===== config.mk =====
export PLATFORM = sky130hd
export DESIGN_NAME = uscope_stream_capture
export DESIGN_NICKNAME = d
export VERILOG_FILES = /design/src/verilog/scope_stream_pkg.sv /design/src/verilog/scope_reg_pkg.sv /design/src/verilog/uscope_stream_capture.sv /design/src/verilog/capture_buffer.sv /design/src/verilog/channel_extractor.sv /design/src/verilog/sample_timebase.sv /design/src/verilog/scope_ctrl.sv
export VERILOG_INCLUDE_DIRS = /design/src /design/src/verilog
export SDC_FILE = /design/constraint.sdc
export NUM_CORES = 2
export LEC_CHECK = 0
export ABC_CLOCK_PERIOD_IN_PS = 6600
export BUFFER_PORTS_ARGS = -buffer_cell sky130_fd_sc_hd__buf_2
export CORE_MARGIN = 1.5
export CORE_UTILIZATION = 55
export DETAILED_ROUTE_END_ITERATION = 7
export MAX_ROUTING_LAYER = met4
export PLACE_DENSITY = 0.71
export SLEW_MARGIN = 20
export SYNTH_ARGS = -nofsm -noshare
export SYNTH_HDL_FRONTEND = slang
export SYNTH_HIERARCHICAL = 1
export SYNTH_SLANG_ARGS = --single-unit

===== constraint.sdc =====
create_clock -name clock -period 6.6 [get_ports clock]
set_input_delay 1.32 -clock clock [delete_from_list [all_inputs] [get_ports clock]]
set_output_delay 1.32 -clock clock [all_outputs]
set_load 0.02 [all_outputs]

===== src/verilog/scope_macros.svh =====
// Size macros for the stream scope: channel count, capture depth and divider width
`ifndef SCOPE_MACROS_SVH
`define SCOPE_MACROS_SVH

// Number of channel extractors, and so the number of samples in one buffer row
// The register map has one selector per channel, from SELECTOR_0 upwards
`define SCOPE_N_CHANNELS 4

// Number of rows taken by one armed capture
// The row index type is sized from this value, so it should stay a power of two
`define SCOPE_DEPTH 16

// Width of the internal timebase divider register and of its cycle counter
// Ticks come divider+1 cycles apart, so the slowest rate is one tick per 2^16 cycles
`define SCOPE_DIV_WIDTH 16

`endif

===== src/verilog/scope_stream_pkg.sv =====
// Sample, tag, row and channel index types and the capture state enum
`default_nettype none

`include "scope_macros.svh"

package scope_stream_pkg;

    // One data word of the tagged input stream
    typedef logic [15:0] sample_t;

    // Stream destination tag, also used as a channel selector value
    typedef logic [7:0] dest_t;

    // Row number in the capture buffer
    typedef logic [$clog2(`SCOPE_DEPTH)-1:0] row_index_t;

    // Channel number, selecting one sample inside a row
    typedef logic [$clog2(`SCOPE_N_CHANNELS)-1:0] channel_index_t;

    // States of the capture machine
    // IDLE waits for an arm write
    // RUN writes one row per tick until the buffer is full
    // FINISH lasts one cycle and carries the done pulse
    typedef enum logic [1:0] {
        IDLE,
        RUN,
        FINISH
    } capture_state_e;

endpackage

`default_nettype wire


===== src/verilog/scope_reg_pkg.sv =====
// Register interface types, control bit positions and the register offset enum
`default_nettype none

package scope_reg_pkg;

    // Byte offset carried with every register write strobe
    typedef logic [7:0] reg_addr_t;

    // Register write word
    typedef logic [31:0] reg_data_t;

    // Offsets of the writable registers
    // Selectors sit one word apart, the divider sits apart from them
    typedef enum reg_addr_t {
        CONTROL    = 8'h00,
        SELECTOR_0 = 8'h04,
        SELECTOR_1 = 8'h08,
        SELECTOR_2 = 8'h0c,
        SELECTOR_3 = 8'h10,
        DIVIDER    = 8'h20
    } reg_offset_e;

    // Arm bit in CONTROL, acted on at the write and never stored
    localparam int CONTROL_ARM_BIT = 0;

    // External capture bit in CONTROL, stored and sent to the timebase
    localparam int CONTROL_EXT_BIT = 24;

endpackage

`default_nettype wire


===== src/verilog/uscope_stream_capture.sv =====
// Stream scope top level: control, timebase, per channel extractors and capture buffer
`default_nettype none

`include "scope_macros.svh"

module uscope_stream_capture
    import scope_reg_pkg::*, scope_stream_pkg::*;
(
    input  wire                 clock,
    input  wire                 rst_n,
    // Register writes
    input  wire                 reg_write,
    input  wire reg_addr_t      reg_addr,
    input  wire reg_data_t      reg_data,
    // Tagged sample stream
    input  wire                 in_valid,
    input  wire sample_t        in_data,
    input  wire dest_t          in_dest,
    // External timebase
    input  wire                 sampling_pulse,
    // Buffer readback
    input  wire                 rd_strobe,
    input  wire row_index_t     rd_row,
    input  wire channel_index_t rd_channel,
    output wire                 rd_valid,
    output wire sample_t        rd_data,
    // Capture status
    output wire                 busy,
    output wire                 done
);

    wire                        run;
    wire                        ext_select;
    wire [`SCOPE_DIV_WIDTH-1:0] divider;
    wire                        tick;
    wire                        row_write;
    wire row_index_t            write_row;
    wire dest_t                 selectors [`SCOPE_N_CHANNELS-1:0];
    wire sample_t               held_samples [`SCOPE_N_CHANNELS-1:0];

    scope_ctrl ctrl (
        .clock(clock),
        .rst_n(rst_n),
        .reg_write(reg_write),
        .reg_addr(reg_addr),
        .reg_data(reg_data),
        .tick(tick),
        .run(run),
        .ext_select(ext_select),
        .divider(divider),
        .selectors(selectors),
        .row_write(row_write),
        .write_row(write_row),
        .busy(busy),
        .done(done)
    );

    sample_timebase timebase (
        .clock(clock),
        .rst_n(rst_n),
        .run(run),
        .ext_select(ext_select),
        .divider(divider),
        .sampling_pulse(sampling_pulse),
        .tick(tick)
    );

    // Every extractor sees the whole stream and keeps only its own tag
    generate
        for (genvar i = 0; i < `SCOPE_N_CHANNELS; i++) begin : g_channel
            channel_extractor extractor (
                .clock(clock),
                .rst_n(rst_n),
                .selector(selectors[i]),
                .in_valid(in_valid),
                .in_data(in_data),
                .in_dest(in_dest),
                .held_sample(held_samples[i])
            );
        end
    endgenerate

    capture_buffer buffer (
        .clock(clock),
        .rst_n(rst_n),
        .row_write(row_write),
        .write_row(write_row),
        .row_samples(held_samples),
        .rd_strobe(rd_strobe),
        .rd_row(rd_row),
        .rd_channel(rd_channel),
        .rd_valid(rd_valid),
        .rd_data(rd_data)
    );

endmodule

`default_nettype wire


===== src/verilog/capture_buffer.sv =====
// Capture buffer: row memory written a whole row per cycle, with a registered sample read port
`default_nettype none

`include "scope_macros.svh"

module capture_buffer
    import scope_stream_pkg::*;
(
    input  wire                 clock,
    input  wire                 rst_n,
    // Row write from the capture machine
    input  wire                 row_write,
    input  wire row_index_t     write_row,
    input  wire sample_t        row_samples [`SCOPE_N_CHANNELS-1:0],
    // Strobed read port
    input  wire                 rd_strobe,
    input  wire row_index_t     rd_row,
    input  wire channel_index_t rd_channel,
    output logic                rd_valid,
    output sample_t             rd_data
);

    // One row per tick, one sample per channel in each row
    sample_t mem [0:`SCOPE_DEPTH-1][0:`SCOPE_N_CHANNELS-1];

    // Memory is cleared at reset so rows never written read back as zero
    // A write stores every channel of the row at once
    always_ff @(posedge clock or negedge rst_n) begin
        if (!rst_n) begin
            for (int r = 0; r < `SCOPE_DEPTH; r++) begin
                for (int c = 0; c < `SCOPE_N_CHANNELS; c++) begin
                    mem[r][c] <= '0;
                end
            end
        end else if (row_write) begin
            for (int c = 0; c < `SCOPE_N_CHANNELS; c++) begin
                mem[write_row][c] <= row_samples[c];
            end
        end
    end

    // rd_valid follows the strobe by exactly one cycle
    always_ff @(posedge clock or negedge rst_n) begin
        if (!rst_n) begin
            rd_valid <= 1'b0;
        end else begin
            rd_valid <= rd_strobe;
        end
    end

    // Read data is only loaded on a strobe and otherwise keeps the last sample returned
    always_ff @(posedge clock) begin
        if (rd_strobe) begin
            rd_data <= mem[rd_row][rd_channel];
        end
    end

endmodule

`default_nettype wire


===== src/verilog/channel_extractor.sv =====
// Channel extractor: tag compare against the selector and hold of the latest match
`default_nettype none

module channel_extractor
    import scope_stream_pkg::*;
(
    input  wire          clock,
    input  wire          rst_n,
    // Tag this channel follows
    input  wire dest_t   selector,
    // Tagged input stream, shared by all channels
    input  wire          in_valid,
    input  wire sample_t in_data,
    input  wire dest_t   in_dest,
    // Last sample seen with a matching tag
    output sample_t      held_sample
);

    logic tag_match;

    // A sample belongs to this channel when its tag equals the selector
    assign tag_match = in_valid && (in_dest == selector);

    // The held value changes only on a match, so a channel whose tag
    // arrives rarely still shows a stable value at every tick
    // A channel whose tag never arrives keeps reading zero
    always_ff @(posedge clock or negedge rst_n) begin
        if (!rst_n) begin
            held_sample <= '0;
        end else if (tag_match) begin
            held_sample <= in_data;
        end
    end

endmodule

`default_nettype wire


===== src/verilog/sample_timebase.sv =====
// Sampling timebase: programmable divider and external pulse select giving the sample tick
`default_nettype none

`include "scope_macros.svh"

module sample_timebase (
    input  wire                         clock,
    input  wire                         rst_n,
    input  wire                         run,
    input  wire                         ext_select,
    input  wire [`SCOPE_DIV_WIDTH-1:0]  divider,
    input  wire                         sampling_pulse,
    output logic                        tick
);

    logic [`SCOPE_DIV_WIDTH-1:0] count;
    logic                        count_match;

    // The count reaching the divider value ends one sampling period
    assign count_match = (count == divider);

    // Cycle counter, held at zero outside a capture so each run starts a fresh period
    // A match restarts it, which spaces internal ticks divider+1 cycles apart
    always_ff @(posedge clock or negedge rst_n) begin
        if (!rst_n) begin
            count <= '0;
        end else if (!run || count_match) begin
            count <= '0;
        end else begin
            count <= count + 1'b1;
        end
    end

    // External mode forwards the pulse in the same cycle, with no added latency
    // Either source is masked outside a capture
    assign tick = run && (ext_select ? sampling_pulse : count_match);

endmodule

`default_nettype wire


===== src/verilog/scope_ctrl.sv =====
// Scope control: register decode, arming and the capture state machine with row counter
`default_nettype none

`include "scope_macros.svh"

module scope_ctrl
    import scope_reg_pkg::*, scope_stream_pkg::*;
(
    input  wire                         clock,
    input  wire                         rst_n,
    // Register write strobe
    input  wire                         reg_write,
    input  wire reg_addr_t              reg_addr,
    input  wire reg_data_t              reg_data,
    // Timebase
    input  wire                         tick,
    output logic                        run,
    output logic                        ext_select,
    output logic [`SCOPE_DIV_WIDTH-1:0] divider,
    // Extractors
    output dest_t                       selectors [`SCOPE_N_CHANNELS-1:0],
    // Capture buffer
    output logic                        row_write,
    output row_index_t                  write_row,
    // Status
    output logic                        busy,
    output logic                        done
);

    // Row number of the last row in a capture
    localparam row_index_t LAST_ROW = row_index_t'(`SCOPE_DEPTH - 1);

    capture_state_e state;
    row_index_t     row_count;
    logic           arm_req;

    // An arm request is a CONTROL write with the arm bit set
    // It only starts a capture when the machine is in IDLE
    assign arm_req = reg_write && (reg_addr == CONTROL) && reg_data[CONTROL_ARM_BIT];

    // Stored registers
    // Writes land whatever the capture state is, so selectors can move mid capture
    always_ff @(posedge clock or negedge rst_n) begin
        if (!rst_n) begin
            ext_select <= 1'b0;
            divider    <= '0;
            for (int i = 0; i < `SCOPE_N_CHANNELS; i++) begin
                selectors[i] <= '0;
            end
        end else if (reg_write) begin
            case (reg_addr)
                CONTROL: begin
                    ext_select <= reg_data[CONTROL_EXT_BIT];
                end
                SELECTOR_0: begin
                    selectors[0] <= reg_data[$bits(dest_t)-1:0];
                end
                SELECTOR_1: begin
                    selectors[1] <= reg_data[$bits(dest_t)-1:0];
                end
                SELECTOR_2: begin
                    selectors[2] <= reg_data[$bits(dest_t)-1:0];
                end
                SELECTOR_3: begin
                    selectors[3] <= reg_data[$bits(dest_t)-1:0];
                end
                DIVIDER: begin
                    divider <= reg_data[`SCOPE_DIV_WIDTH-1:0];
                end
                default: begin
                    // Unknown offsets leave every register as it is
                end
            endcase
        end
    end

    // Capture machine
    // The row counter advances on each tick in RUN and wraps back to zero after the last row
    always_ff @(posedge clock or negedge rst_n) begin
        if (!rst_n) begin
            state     <= IDLE;
            row_count <= '0;
        end else begin
            case (state)
                IDLE: begin
                    if (arm_req) begin
                        state     <= RUN;
                        row_count <= '0;
                    end
                end
                RUN: begin
                    if (tick) begin
                        // The last row moves the machine on to FINISH
                        if (row_count == LAST_ROW) begin
                            state <= FINISH;
                        end
                        row_count <= row_count + 1'b1;
                    end
                end
                FINISH: begin
                    state <= IDLE;
                end
                default: begin
                    state <= IDLE;
                end
            endcase
        end
    end

    // The timebase only runs while a capture is in progress
    assign run = (state == RUN);

    // One row per tick, written at the current row count
    assign row_write = run && tick;
    assign write_row = row_count;

    // busy drops in the same cycle that done pulses
    assign busy = (state == RUN);
    assign done = (state == FINISH);

endmodule

`default_nettype wire


==> metrics <==
CTS H-tree lvls=3; Routed WL=134700 um; asr flop ratio synth=between 90% and 100%; setup TNS=0 ns; cell taking the most area after synthesis=dfrtp_1; fillers=slightly below 7000; share of the synthesized area in the top cell type=a little over half; total power=14980 uW; buffer depth of the longest clock path=3; Die Y-Extent=~310 um; Critical Path RT=just over 7 ns; GP Congestion=0.7914; Setup-failing EPs final=0; vias in the first global route=~33000; fin area=58230 um2; Avg Vias per Cell=between 6 and 7; wire length per cell after detailed routing=~28 um; net count after synthesis=3455; largest cells by area after synthesis=dfrtp_1 (55%), mux2_2 (24%), mux4_2 (8.4%); share of cells above drive strength 1=about 49%; ANT nets after route=0; VDD IR-drop max=approximately 0.21 mV; RSZ-0062 raised after global routing=no; Setup Fix Bufs, Post-CTS=0; area post-placement=about 54000 um2; CTS Buf Count=120; Nets=around 3400; min cycle time layout=approximately 4.3 ns; Synth Instances=~3400; largest net degree at the start of global routing=~170; initial antenna violation count=7; most frequent cells in the layout=dfrtp_1 (1160), mux2_2 (1129), mux4_2 (198); worst path cell trace=xnor2_1 > nand4_1 > or2_2 > o41ai_1 > buf_4 > and2_1 > nor3b_1 > nand2_4 > buf_4 > mux2_2; Die X=~310 um; synthesized area=around 53000 um2; clk slew on worst S/H paths=approximately 0.060 ns; Slowest Stage Delay on Critical Path=about 0.64 ns; status=finished clean; post-cts sizing count=0; Ports=95; CTS tree=done; Yosys reg bits=approximately 1200; final hold violations=0; sequential area share after synthesis=about 56%; Core ar.=95150 um2; gr ovfl total=0; worst-skew pair later-pin latency=about 0.70 ns; Slew HR=25.23%; Max Freq=0.2313 GHz; Post-synth EDFFs=16; Max Slew Vio Count=0; CP Data Arrival Time=about 4.9 ns; initial core utilization=55.54%; Setup Skew=around 0.025 ns; # hold bufs at CTS=0; Final Cycle Share=between 60 and 70%; DRT iter0 DRCs=around 2300; via count=between 30000 and 40000; CP Launch Type=flip-flop; CTS root buf=clkbuf_16; CTS sink count=between 1000 and 1500; most common cell after layout, fill and taps aside=dfrtp_1; Pwr Density=between 200 and 300 nW/um2; first-pass GRT wire length=207900 um; Multi-input gate area=22010 um2; worst-path maximum fanout=35; synth warn=6; Synth cell types=71; Global Route Usage Sum=29.06%; leakage dissipation=between 0.02 and 0.03 uW; MaxCap Viol Count=0; Area growth syn-to-layout=10.19%; critical path's most frequent cell=buf_4; DRC=0; hpwl dp=approximately 77000 um; I/O Buffers=79; min-delay worst type=flip-flop to flip-flop; Register Area=slightly below 30000 um2; Hold WS=a little under 0.5 ns; worst slew pin tran=~1.1 ns; Crit. End Element=flip-flop; ys flop type=dfrtp_1; row cnt=113; die area=97950 um2; CP max-delay cell=nor3b_1; drt first pass iters=6; Synth Area per Inst=15.65 um2; WS Path Type=flip-flop to flip-flop
[through the flow]
step	utilization, %	cells	setup WS [ns]
after floorplan	-	3377	3.084
after global placement	56.94	4512	1.859
after detailed placement	56.94	4512	1.844
after CTS	61.18	4737	2.296
after global routing	61.19	4742	2.016
final	61.20	4745	2.277
[critical path, delay by kind of cell (launching register included)]
family                 cells  cell delay (ns)
AO/OA/AOI/OAI              1             0.34
XOR/XNOR                   1             0.21
buffers and inverters      2             0.82
flip-flops                 1             0.47
multiplexers               1             0.38
AND/OR/NAND/NOR            5             1.93
[kinds of logic after synthesis]
group                      Yosys count  share of synthesized area [%]
AOI/OAI and AO/OA                  189                          2.538
adders and majority gates            2                        0.04734
and+or+nand+nor                    223                          2.531
buffers and inverters              279                          2.735
xor gates and xnor gates            62                          1.056
muxes                             1446                          35.26
DFF                               1176                          55.84
[metal layers]
layer | part of all wire, % | vias up | global-route usage (%)
met2 | 48 | 838 | 45.18
met5 | 0 | - | -
met3 | 5.4 | 263 | 4.645
li1 | - | 12590 | -
met1 | 43 | 16560 | 39.05
met4 | 3.5 | 0 | 10.49
[power by group]
group / internal, uW / switching (uW)
clock network: 3980 / 2870
logic: 216 / 464
registers: 7290 / 161
total: 11500 / 3490
[layout make-up]
type,count,share of cell area (%)
inverter,8,0.05157
multi-input combinational,1922,37.80
sequential,1176,50.67
timing repair buffer,141,1.798
antenna,8,0.03438
clock buffer,182,6.177
clock inverter,43,0.7541
tap,1265,2.718
[worst paths after layout]
kind	startpoint	end	slack, ns	cells past startpoint
max	timebase/count[2]	buffer/mem[1018]	2.28	10
min	buffer/mem[421]	buffer/mem[421]	0.49	1
max reg2reg	timebase/count[2]	buffer/mem[1018]	2.28	10
min reg2reg	buffer/mem[421]	buffer/mem[421]	0.49	1
max in group asynchronous	rst_n	buffer/mem[762]	4.24	2
min in group asynchronous	rst_n	buffer/mem[795]	0.70	1
[cells in the mapped netlist, types with 12 or more instances]
master / instances
a21oi_1: 25
nor3_1: 23
nand4_1: 14
buf_4: 18
xnor2_1: 57
nand2_1: 39
mux4_1: 14
buf_6: 21
mux4_2: 198
nand2b_1: 12
nand3_1: 12
a211oi_1: 32
mux2_2: 1129
o22ai_1: 63
nor2_1: 42
a22oi_1: 24
edfxtp_1: 16
buf_2: 104
mux2i_1: 97
clkbuf_1: 118
dfrtp_1: 1160
[registers in the layout, indices dropped and copies added, names as in the netlist]
| register | flops |
|---|---|
| buffer/mem | 1024 |
| buffer/rd_data | 16 |
| buffer/rd_valid | 1 |
| ctrl/divider | 16 |
| ctrl/ext_select | 1 |
| ctrl/selectors | 32 |
| ctrl/state | 2 |
| ctrl/write_row | 4 |
| g_channel.extractor/held_sample | 64 |
| timebase/count | 16 |
Note: power is estimated with default switching activity, not from simulation.
